`config.mk`:
```
export PLATFORM = sky130hd
export DESIGN_NAME = mcu8_top
export DESIGN_NICKNAME = d
export VERILOG_FILES = /design/src/mcu8_pkg.sv /design/src/mcu8_decoder.sv /design/src/mcu8_regfile.sv /design/src/mcu8_alu.sv /design/src/mcu8_sequencer.sv /design/src/mcu8_top.sv
export SDC_FILE = /design/constraint.sdc
export NUM_CORES = 1
export LEC_CHECK = 0
export ABC_CLOCK_PERIOD_IN_PS = 6860
export BUFFER_PORTS_ARGS = -buffer_cell sky130_fd_sc_hd__buf_4
export CAP_MARGIN = 40
export CELL_PAD_IN_SITES_DETAIL_PLACEMENT = 2
export CELL_PAD_IN_SITES_GLOBAL_PLACEMENT = 2
export CORE_MARGIN = 10
export CORE_UTILIZATION = 35
export CTS_CLUSTER_DIAMETER = 30
export DETAILED_ROUTE_END_ITERATION = 10
export PLACE_DENSITY = 0.75
export SKIP_LAST_GASP = 1
export SLEW_MARGIN = 5
export SYNTH_ARGS = -nofsm -noshare
export SYNTH_HDL_FRONTEND = slang
export SYNTH_HIERARCHICAL = 1
export SYNTH_SLANG_ARGS = --single-unit
```
`constraint.sdc`:
```
create_clock -name clk -period 6.86 [get_ports clk]
set_clock_uncertainty 0.2 [all_clocks]
set_input_delay 1.372 -clock clk [delete_from_list [all_inputs] [get_ports clk]]
set_output_delay 1.372 -clock clk [all_outputs]
set_load 0.01 [all_outputs]
```
`src/mcu8_pkg.sv`:
```
`default_nettype none

package mcu8_pkg;

   //////////////////////////////////////////////////
   // widths

   localparam int inst_w    = 18;
   localparam int addr_w    = 12;  // 4k program words
   localparam int data_w    = 8;
   localparam int reg_sel_w = 4;   // s0..sF

   //////////////////////////////////////////////////
   // opcode field, instruction[17:12]
   // odd value of a pair takes kk as operand b
   // bit 13 set in a pair means the carry form

   localparam logic [5:0] op_load_reg = 6'h00;
   localparam logic [5:0] op_load_k   = 6'h01;
   localparam logic [5:0] op_and      = 6'h02;
   localparam logic [5:0] op_or       = 6'h04;
   localparam logic [5:0] op_xor      = 6'h06;
   localparam logic [5:0] op_input    = 6'h08;  // 09 is the pp form
   localparam logic [5:0] op_add      = 6'h10;
   localparam logic [5:0] op_addcy    = 6'h12;
   localparam logic [5:0] op_sub      = 6'h18;
   localparam logic [5:0] op_subcy    = 6'h1A;
   localparam logic [5:0] op_cmp      = 6'h1C;
   localparam logic [5:0] op_cmpcy    = 6'h1E;
   localparam logic [5:0] op_outputk  = 6'h2B;
   localparam logic [5:0] op_output   = 6'h2C;  // 2D is the pp form
   localparam logic [5:0] op_jump     = 6'h22;
   localparam logic [5:0] op_jump_z   = 6'h32;
   localparam logic [5:0] op_jump_nz  = 6'h36;
   localparam logic [5:0] op_jump_c   = 6'h3A;
   localparam logic [5:0] op_jump_nc  = 6'h3E;

   //////////////////////////////////////////////////
   // decoded instruction

   typedef enum logic [2:0] {
      alu_none,
      alu_load,
      alu_and,
      alu_or,
      alu_xor,
      alu_add,
      alu_sub
   } alu_op_t;

   typedef enum logic [2:0] {
      jump_none,
      jump_always,
      jump_z,
      jump_nz,
      jump_c,
      jump_nc
   } jump_kind_t;

   typedef struct packed {
      alu_op_t                alu_op;
      logic                   use_const;   // operand b is kk
      logic                   with_carry;
      logic                   write_reg;   // result goes to sX
      logic                   sets_flags;
      logic                   is_input;
      logic                   is_output;
      logic                   is_outputk;
      jump_kind_t             jump_kind;
      logic [reg_sel_w-1:0]   sx;
      logic [reg_sel_w-1:0]   sy;
      logic [data_w-1:0]      kk;
      logic [addr_w-1:0]      target;      // whole 12-bit field
   } decoded_t;

   typedef struct packed {
      logic [data_w-1:0] result;
      logic              carry;
      logic              zero;
   } alu_result_t;

endpackage

`default_nettype wire

```
`src/mcu8_decoder.sv`:
```
`timescale 1ns/1ps
`default_nettype none

module mcu8_decoder
(
   input  wire logic [mcu8_pkg::inst_w-1:0] instruction,
   output mcu8_pkg::decoded_t               dec
);
   import mcu8_pkg::*;

   logic [5:0] opcode;

   assign opcode = instruction[inst_w-1 -: 6];

   always_comb
   begin
      dec           = '0;  // unknown opcode is a no-op
      dec.use_const = instruction[12];
      dec.sx        = instruction[11:8];
      dec.sy        = instruction[7:4];
      dec.kk        = instruction[7:0];
      dec.target    = instruction[11:0];

      // single-value opcodes first
      case (opcode)
         op_outputk: dec.is_outputk = 1'b1;
         op_jump:    dec.jump_kind = jump_always;
         op_jump_z:  dec.jump_kind = jump_z;
         op_jump_nz: dec.jump_kind = jump_nz;
         op_jump_c:  dec.jump_kind = jump_c;
         op_jump_nc: dec.jump_kind = jump_nc;
         default:
         begin
            // register / constant pairs
            case ({opcode[5:1], 1'b0})
               op_load_reg: dec.alu_op = alu_load;
               op_and:      dec.alu_op = alu_and;
               op_or:       dec.alu_op = alu_or;
               op_xor:      dec.alu_op = alu_xor;
               op_add, op_addcy:
                  dec.alu_op = alu_add;
               op_sub, op_subcy, op_cmp, op_cmpcy:
                  dec.alu_op = alu_sub;
               op_input:    dec.is_input = 1'b1;
               op_output:   dec.is_output = 1'b1;
               default:     dec.alu_op = alu_none;
            endcase

            case ({opcode[5:1], 1'b0})
               op_addcy, op_subcy, op_cmpcy:
                  dec.with_carry = 1'b1;
               default:
                  dec.with_carry = 1'b0;
            endcase

            dec.sets_flags = (dec.alu_op != alu_none) && (dec.alu_op != alu_load);
            // compare only touches the flags
            dec.write_reg  = ((dec.alu_op != alu_none) || dec.is_input) &&
                             ({opcode[5:1], 1'b0} != op_cmp) &&
                             ({opcode[5:1], 1'b0} != op_cmpcy);
         end
      endcase
   end

endmodule

`default_nettype wire

```
`src/mcu8_regfile.sv`:
```
`timescale 1ns/1ps
`default_nettype none

module mcu8_regfile
(
   input  wire logic                              clk,
   input  wire logic [mcu8_pkg::reg_sel_w-1:0]    sx_sel,
   input  wire logic [mcu8_pkg::reg_sel_w-1:0]    sy_sel,
   input  wire logic                              wr_en,
   input  wire logic [mcu8_pkg::data_w-1:0]       wr_data,
   output logic      [mcu8_pkg::data_w-1:0]       sx_data,
   output logic      [mcu8_pkg::data_w-1:0]       sy_data
);
   import mcu8_pkg::*;

   // one bank of sixteen, zero at start of simulation
   logic [data_w-1:0] regs [2**reg_sel_w] = '{default: '0};

   //////////////////////////////////////////////////
   // two async read ports

   assign sx_data = regs[sx_sel];
   assign sy_data = regs[sy_sel];

   // write back always lands in sX
   always_ff @(posedge clk)
   begin
      if (wr_en)
         regs[sx_sel] <= wr_data;
   end

endmodule

`default_nettype wire

```
`src/mcu8_alu.sv`:
```
`timescale 1ns/1ps
`default_nettype none

module mcu8_alu
(
   input  wire logic                          clk,
   input  wire logic                          rst,
   input  wire logic                          exec,
   input  wire mcu8_pkg::decoded_t            dec,
   input  wire logic [mcu8_pkg::data_w-1:0]   sx_data,
   input  wire logic [mcu8_pkg::data_w-1:0]   sy_data,
   input  wire logic [mcu8_pkg::data_w-1:0]   in_port,
   output mcu8_pkg::alu_result_t              res,
   output logic                               z_flag,
   output logic                               c_flag
);
   import mcu8_pkg::*;

   logic [data_w-1:0] operand_b;
   logic              carry_in;
   logic [data_w:0]   sum;   // msb is carry out
   logic [data_w:0]   diff;  // msb is borrow

   //////////////////////////////////////////////////
   // operand select and adders

   assign operand_b = dec.use_const ? dec.kk : sy_data;
   assign carry_in  = dec.with_carry & c_flag;

   assign sum  = {1'b0, sx_data} + {1'b0, operand_b} + {{data_w{1'b0}}, carry_in};
   assign diff = {1'b0, sx_data} - {1'b0, operand_b} - {{data_w{1'b0}}, carry_in};

   always_comb
   begin
      res.carry = 1'b0;  // logic ops clear C
      case (dec.alu_op)
         alu_load: res.result = operand_b;
         alu_and:  res.result = sx_data & operand_b;
         alu_or:   res.result = sx_data | operand_b;
         alu_xor:  res.result = sx_data ^ operand_b;
         alu_add:
         begin
            res.result = sum[data_w-1:0];
            res.carry  = sum[data_w];
         end
         alu_sub:
         begin
            res.result = diff[data_w-1:0];
            res.carry  = diff[data_w];
         end
         default:
            res.result = dec.is_input ? in_port : '0;
      endcase

      // carry forms chain Z across bytes
      res.zero = (res.result == '0) && (!dec.with_carry || z_flag);
   end

   //////////////////////////////////////////////////
   // flags

   always_ff @(posedge clk)
   begin
      if (rst)
      begin
         z_flag <= 1'b0;
         c_flag <= 1'b0;
      end
      else if (exec && dec.sets_flags)
      begin
         z_flag <= res.zero;
         c_flag <= res.carry;
      end
   end

endmodule

`default_nettype wire

```
`src/mcu8_sequencer.sv`:
```
`timescale 1ns/1ps
`default_nettype none

module mcu8_sequencer
(
   input  wire logic                          clk,
   input  wire logic                          rst,
   input  wire mcu8_pkg::decoded_t            dec,
   input  wire logic                          z_flag,
   input  wire logic                          c_flag,
   input  wire logic [mcu8_pkg::data_w-1:0]   sx_data,
   input  wire logic [mcu8_pkg::data_w-1:0]   sy_data,
   output logic      [mcu8_pkg::addr_w-1:0]   address,
   output logic                               bram_enable,
   output logic                               exec,
   output logic      [mcu8_pkg::data_w-1:0]   port_id,
   output logic      [mcu8_pkg::data_w-1:0]   out_port,
   output logic                               write_strobe,
   output logic                               k_write_strobe,
   output logic                               read_strobe
);
   import mcu8_pkg::*;

   logic [addr_w-1:0] pc;
   logic              fetch_q;
   logic              exec_q;
   logic              jump_taken;
   logic [data_w-1:0] port_sel;  // sY or kk
   logic [data_w-1:0] port_q;    // held from last output

   //////////////////////////////////////////////////
   // fetch / execute phase

   always_ff @(posedge clk)
   begin
      if (rst)
      begin
         fetch_q <= 1'b0;
         exec_q  <= 1'b0;
      end
      else
      begin
         fetch_q <= ~fetch_q;
         exec_q  <= fetch_q;
      end
   end

   assign bram_enable = fetch_q;
   assign exec        = exec_q;

   //////////////////////////////////////////////////
   // program counter

   always_comb
   begin
      case (dec.jump_kind)
         jump_always: jump_taken = 1'b1;
         jump_z:      jump_taken = z_flag;
         jump_nz:     jump_taken = ~z_flag;
         jump_c:      jump_taken = c_flag;
         jump_nc:     jump_taken = ~c_flag;
         default:     jump_taken = 1'b0;
      endcase
   end

   always_ff @(posedge clk)
   begin
      if (rst)
         pc <= '0;
      else if (exec_q)
         pc <= jump_taken ? dec.target : pc + 1'b1;
   end

   assign address = pc;

   //////////////////////////////////////////////////
   // i/o port

   assign port_sel    = dec.use_const ? dec.kk : sy_data;
   assign read_strobe = exec_q & dec.is_input;   // whole execute phase
   assign port_id     = read_strobe ? port_sel : port_q;

   always_ff @(posedge clk)
   begin
      if (rst)
      begin
         write_strobe   <= 1'b0;
         k_write_strobe <= 1'b0;
      end
      else
      begin
         write_strobe   <= exec_q & dec.is_output;
         k_write_strobe <= exec_q & dec.is_outputk;
      end
   end

   always_ff @(posedge clk)
   begin
      if (exec_q && dec.is_output)
      begin
         out_port <= sx_data;
         port_q   <= port_sel;
      end
      else if (exec_q && dec.is_outputk)
      begin
         out_port <= dec.target[11:4];           // constant
         port_q   <= data_w'(dec.target[3:0]);   // 4-bit port
      end
   end

endmodule

`default_nettype wire

```
`src/mcu8_top.sv`:
```
`timescale 1ns/1ps
`default_nettype none

module mcu8_top
(
   input  wire logic                          clk,
   input  wire logic                          rst,
   output logic      [mcu8_pkg::addr_w-1:0]   address,
   input  wire logic [mcu8_pkg::inst_w-1:0]   instruction,
   output logic                               bram_enable,
   input  wire logic [mcu8_pkg::data_w-1:0]   in_port,
   output logic      [mcu8_pkg::data_w-1:0]   out_port,
   output logic      [mcu8_pkg::data_w-1:0]   port_id,
   output logic                               write_strobe,
   output logic                               k_write_strobe,
   output logic                               read_strobe
);
   import mcu8_pkg::*;

   decoded_t          dec;
   alu_result_t       res;
   logic [data_w-1:0] sx_data;
   logic [data_w-1:0] sy_data;
   logic              z_flag;
   logic              c_flag;
   logic              exec;
   logic              wr_en;

   // write back at the end of execute
   assign wr_en = exec & dec.write_reg;

   mcu8_decoder u_decoder (
      .instruction (instruction),
      .dec         (dec)
   );

   mcu8_regfile u_regfile (
      .clk     (clk),
      .sx_sel  (dec.sx),
      .sy_sel  (dec.sy),
      .wr_en   (wr_en),
      .wr_data (res.result),
      .sx_data (sx_data),
      .sy_data (sy_data)
   );

   mcu8_alu u_alu (
      .clk     (clk),
      .rst     (rst),
      .exec    (exec),
      .dec     (dec),
      .sx_data (sx_data),
      .sy_data (sy_data),
      .in_port (in_port),
      .res     (res),
      .z_flag  (z_flag),
      .c_flag  (c_flag)
   );

   mcu8_sequencer u_sequencer (
      .clk            (clk),
      .rst            (rst),
      .dec            (dec),
      .z_flag         (z_flag),
      .c_flag         (c_flag),
      .sx_data        (sx_data),
      .sy_data        (sy_data),
      .address        (address),
      .bram_enable    (bram_enable),
      .exec           (exec),
      .port_id        (port_id),
      .out_port       (out_port),
      .write_strobe   (write_strobe),
      .k_write_strobe (k_write_strobe),
      .read_strobe    (read_strobe)
   );

endmodule

`default_nettype wire

```
**Word-level counts from Yosys, hierarchy flattened**

Memories as Yosys holds them, arrays and structs flattened.
Cells that the tools add are included.

- Bits in registers: 34
- Latch bits: 0
- Memory bits (writable): 128
- Memory bits (read-only): 0
- Input port bits: 28
- Output and inout bits: 32
- Word-level logic and storage cells: 98
- Memories: 1

- Add/subtract/negate cells: 5
- Multiply operators: 0
- Divide/modulo/power cells: 0
- Magnitude comparators: 0
- Eq/ne operators: 31
- Shifts and indexed selects: 0
- Multiplexer cells: 23
- Bitwise gates (word level): 11
- Reduce and logical (&&, ||, !) cells: 18

Memories:

| name | words | width | rd ports | clocked after Yosys merged registers in | wr ports | line | text |
|---|---|---|---|---|---|---|---|
| u_regfile.regs | 16 | 8 | 2 | 0 | 1 | mcu8_regfile.sv:17 | `logic [data_w-1:0] regs [2**reg_sel_w] = '{default: '0};` |

Operators with widths:

| kind | count |
|---|---|
| 8-bit two-way mux | 7 |
| 8-bit case mux with 6 select lines | 1 |
| 6-bit == test, second input constant | 6 |
| 5-bit by 4-bit == test with 1-bit output, second input constant | 6 |
| 3-bit case mux with 6 select lines | 1 |
| 3-bit == test, second input constant | 5 |
| 3-bit case mux with 5 select lines | 1 |
| 12-bit by 1-bit adder with 12-bit output, second input constant | 1 |
| 3-bit by 2-bit == test with 1-bit output, second input constant | 4 |
| 12-bit two-way mux | 1 |
| 5-bit by 2-bit == test with 1-bit output, second input constant | 2 |
| 5-bit by 4-bit inequality test with 1-bit output, second input constant | 2 |
| 8-bit by 8-bit adder with 9-bit output | 1 |
| 9-bit by 1-bit adder with 9-bit output | 1 |
| 8-bit by 8-bit subtractor with 9-bit output | 1 |
| 9-bit by 1-bit subtractor with 9-bit output | 1 |
| 8-bit bitwise AND | 1 |
| 8-bit logical NOT | 1 |
| 8-bit bitwise OR | 1 |
| 8-bit bitwise XOR | 1 |
| 1-bit logical AND | 7 |
| 1-bit two-way mux | 7 |
| 3-bit by 1-bit == test with 1-bit output, second input constant | 2 |
| 3-bit two-way mux | 2 |
| other kinds (18) | 25 |

**Logic depth before layout (Yosys ltp)**

- Word-level depth: 14
- Depth in mapped cells: 18
- Gate-level depth less buffers: 15

**By module**

Netlist, hierarchy kept.

Modules (own cells, without submodules):

| module | instances | cells each | area each (um^2) | sequential area each (um^2) |
|---|---|---|---|---|
| mcu8_regfile | 1 | 293 | 5972.0 | 3843.7 |
| mcu8_sequencer | 1 | 176 | 1722.9 | 800.8 |
| mcu8_alu | 1 | 219 | 1634.1 | 40.0 |
| mcu8_decoder | 1 | 64 | 430.4 | 0.0 |
| mcu8_top | 1 | 1 | 6.3 | 0.0 |

**Worst setup path before layout**

OpenSTA, ideal clock, no wires.

- Path kind: input to register
- Start point: input port instruction[4] (netlist bit)
- End point: register u_alu.z_flag
- Setup time: 0.096 ns
- Arrival time: 5.209 ns
- Required time: 6.564 ns
- Slack: 1.355 ns
- Stages on the path: 17
- Buffers on the path: 3
- Path through: buf_4 buf_6 buf_4 mux4_2 a22oi_1 nand2_1 mux2_2 fa_1 inv_1 ha_1 o211ai_1 nand3_1 and3_1 nor4b_2 o31ai_1 or2_2 o41ai_2

RTL lines:

| element | line | text |
|---|---|---|
| start, declared | mcu8_top.sv:9 | `input wire logic [mcu8_pkg::inst_w-1:0] instruction,` |
| end signal, assigned | mcu8_alu.sv:71 | `z_flag <= res.zero;` |
| end, declared | mcu8_alu.sv:14 | `output logic z_flag,` |

==> flow_summary_export.csv <==
group,metric,value,unit
final_layout,drive_gt1_share,25.4,%
synth,synth_cells,752,
final_layout,fillCellCount,2782,
sta,setup_viol_count_final,0,
power_and_ir_drop,p_total,2.53,mW
floorplan,die_h,187,um
routing,drt-pass1-iter-count,5,
cts,cts_buffers,17,
power_and_ir_drop,switching_power,742,uW
placed_design,routabilityCongestion,0.816,
cts,post_cts_resized,0,
status,outcome,"completed",
routing,routed_wl,31600,um
setup_path,reg2reg_depth,14,
setup_path,crit_slowest_cell,"mux4_1",
cts,h-tree-depth,4,
synth,ys_warn_count,6,
cts,cts_setup_buffers,0,
grt,grt_pass1_wl,48200,um
placed_design,dp_hpwl,23000,um
cts,holdBufCountCts,0,
synth,syn_area,9760,um^2
setup_path,crit_required,7.00,ns
cts,clk_latency,0.45,ns
final_layout,multi_input_area,4460,um^2
cts,cts_tree,"done",
floorplan,dieArea,35000,um^2
power_and_ir_drop,ir_worst_vdd,0.180,mV
cts,clk_path_buf_depth,2,
sta,fin_crit_sh,84.2,%
final_layout,layout.nets,849,
setup_path,startpoint,"instruction[4]",
setup_path,crit_path_start_kind,"primary input",
sta,finalHoldViolations,0,
sta,tightest_slew,0.942,ns
synth,syn_nets,815,
grt,grt-ovfl-total,0,
setup_path,r2r-start,"u_regfile/regs[8][0]$_DFFE_PP_",
job,drv_cap,0,
final_layout,diodes,0,
power_and_ir_drop,p_comb_share,17.1,%
setup_path,cpPeakStageDelay,0.56,ns
power_and_ir_drop,p_seq_share,43.7,%
cts,cts-root-buf,"clkbuf_16",
final_layout,seq_area,4680,um^2
routing,viasPerCell,5.75,
routing,vias,6765,
routing,wire_per_inst,26.9,um
setup_path,cp-endpoint,"u_alu/z_flag$_SDFFE_PP0P_",
power_and_ir_drop,powerDensity,229,nW/um^2
setup_path,path_max_fanout,28,
floorplan,die_w,187,um
setup_path,r2r_setup_slack,2.20,ns
setup_path,reg2reg_to,"u_alu/z_flag$_SDFFE_PP0P_",
sta,final.min_clock_period,5.78,ns
grt,grt_pass1_vias,7414,
power_and_ir_drop,cellLeakagePower,3.94,nW
setup_path,worstPathArrival,5.92,ns
sta,slew_viol_final,0,
worst_hold_path,hp-class,"reg -> reg",
routing,ant_nets,0,
cts,clkSlewWorstSetupHoldPaths,0.07,ns
power_and_ir_drop,intPower,1.79,mW
placed_design,io_buffer_count,59,
grt,antenna_found_initial,0,
power_and_ir_drop,swShare,29.3,%
floorplan,start_util,35.3,%
floorplan,rows,61,
sta,layout_setup_ws,1.08,ns
routing,drc,0,
grt,grt_max_degree,42,
floorplan,ios,60,
setup_path,crit_path_end_kind,"flop",
sta,max_slew_margin,36.8,%
final_layout,area_growth,13.0,%
setup_path,worstSetupPathType,"in -> reg",
final_layout,final_util,39.9,%
setup_path,cp_cell_sequence,"buf_4 -> buf_4 -> mux4_1 -> a22oi_1 -> nand2_1 -> mux2i_2 -> ha_1 -> ha_1 -> nor4b_1 -> nor2_1 -> a211o_1 -> a2111oi_2 -> nand3_1 -> o41ai_2",
sta,fmax,0.173,GHz
floorplan,design.core.area,27600,um^2
synth,postSynthAreaPerCell,13.0,um^2
power_and_ir_drop,clkPwrFrac,39.2,%
grt,track_usage,18.1,%
placed_design,pre_cts_slack,0.615,ns
sta,rsz0062_at_grt,"no",
sta,whs,0.237,ns
sta,tns,0,ns
cts,cts_sinks,162,
routing,drtIter0Drc,611,
[power groups by stage]
stage | Clock [mW] | Combinational [mW] | Sequential [mW]
global placement | 0 | 0.413 | 1.13
floorplan | 0 | 0.300 | 1.13
finish | 0.991 | 0.433 | 1.10
detailed placement | 0 | 0.434 | 1.13
CTS | 1.01 | 0.436 | 1.10
global route | 1.05 | 0.475 | 1.10
[worst min-delay path by stage]
| stage | cells past startpoint | end | slack [ns] | startpoint |
|---|---|---|---|---|
| 2_1_floorplan | 1 | u_sequencer/bram_enable$_SDFF_PP0_ | 0.25 | u_sequencer/bram_enable$_SDFF_PP0_ |
| 3_3_place_gp | 1 | u_sequencer/bram_enable$_SDFF_PP0_ | 0.23 | u_sequencer/bram_enable$_SDFF_PP0_ |
| 3_5_place_dp | 1 | u_sequencer/bram_enable$_SDFF_PP0_ | 0.23 | u_sequencer/bram_enable$_SDFF_PP0_ |
| 4_1_cts | 1 | u_sequencer/bram_enable$_SDFF_PP0_ | 0.24 | u_sequencer/bram_enable$_SDFF_PP0_ |
| 5_1_grt | 1 | u_sequencer/bram_enable$_SDFF_PP0_ | 0.27 | u_sequencer/bram_enable$_SDFF_PP0_ |
| 6_report | 1 | u_sequencer/bram_enable$_SDFF_PP0_ | 0.24 | u_sequencer/bram_enable$_SDFF_PP0_ |
[cells in the final DEF (no fill, tap or decap), types with 5 or more instances in the layout]
cell type	n
edfxtp_1	144
buf_4	87
nor2_1	58
nand2_1	49
mux4_2	48
inv_1	37
a22oi_1	37
ha_1	31
a21oi_1	22
mux2i_1	21
nor2b_1	20
o21ai_0	19
dfxtp_1	18
clkbuf_16	17
mux4_1	15
mux2_2	14
nor3_1	11
nand3_1	11
and2_1	6
o211ai_1	6
and3_1	6
o2bb2ai_1	6
clkinv_8	5
a211oi_1	5
xnor2_1	5
o21ai_1	5
or3_1	5
nand2b_1	5
[critical path: cells and delay by family]
family | cells | cell delay [ns]
fa+ha+maj | 2 | 0.76
simple gates | 4 | 0.71
compound gates | 4 | 1.44
mux | 2 | 0.89
buf+inv | 2 | 0.70
[final cells by class]
type	instances	share of cell area (%)
Tap cell	378	4.29
Multi-Input combinational cell	481	40.5
Timing Repair Buffer	87	5.92
Sequential cell	162	42.5
Inverter	37	1.26
Clock inverter	15	1.74
Clock buffer	17	3.86
[flip-flops by register name (all words and copies together) (netlist names)]
name and cells:
u_sequencer/exec 1, u_sequencer/k_write_strobe 1, u_sequencer/out_port 8, u_sequencer/port_q 8, u_alu/c_flag 1, u_regfile/regs 128
u_alu/z_flag 1, u_sequencer/address 12, u_sequencer/write_strobe 1, u_sequencer/bram_enable 1
[metrics by stage]
step / std cells / area (um^2)
after floorplan: 752 / 9760
after global placement: 1129 / 10300
after detailed placement: 1145 / 10400
after CTS: 1177 / 11000
after global routing: 1177 / 11000
final: 1177 / 11000
[layer usage]
metal | vias up | GRT usage (%) | share of wire (%)
met5 | - | 0 | 0
met4 | 0 | 6.14 | 2.4
met3 | 38 | 3.37 | 4.7
met2 | 209 | 30.5 | 50
met1 | 3565 | 22.9 | 43
li1 | 2953 | - | -
No activity file was read; power rests on OpenSTA's default activity.
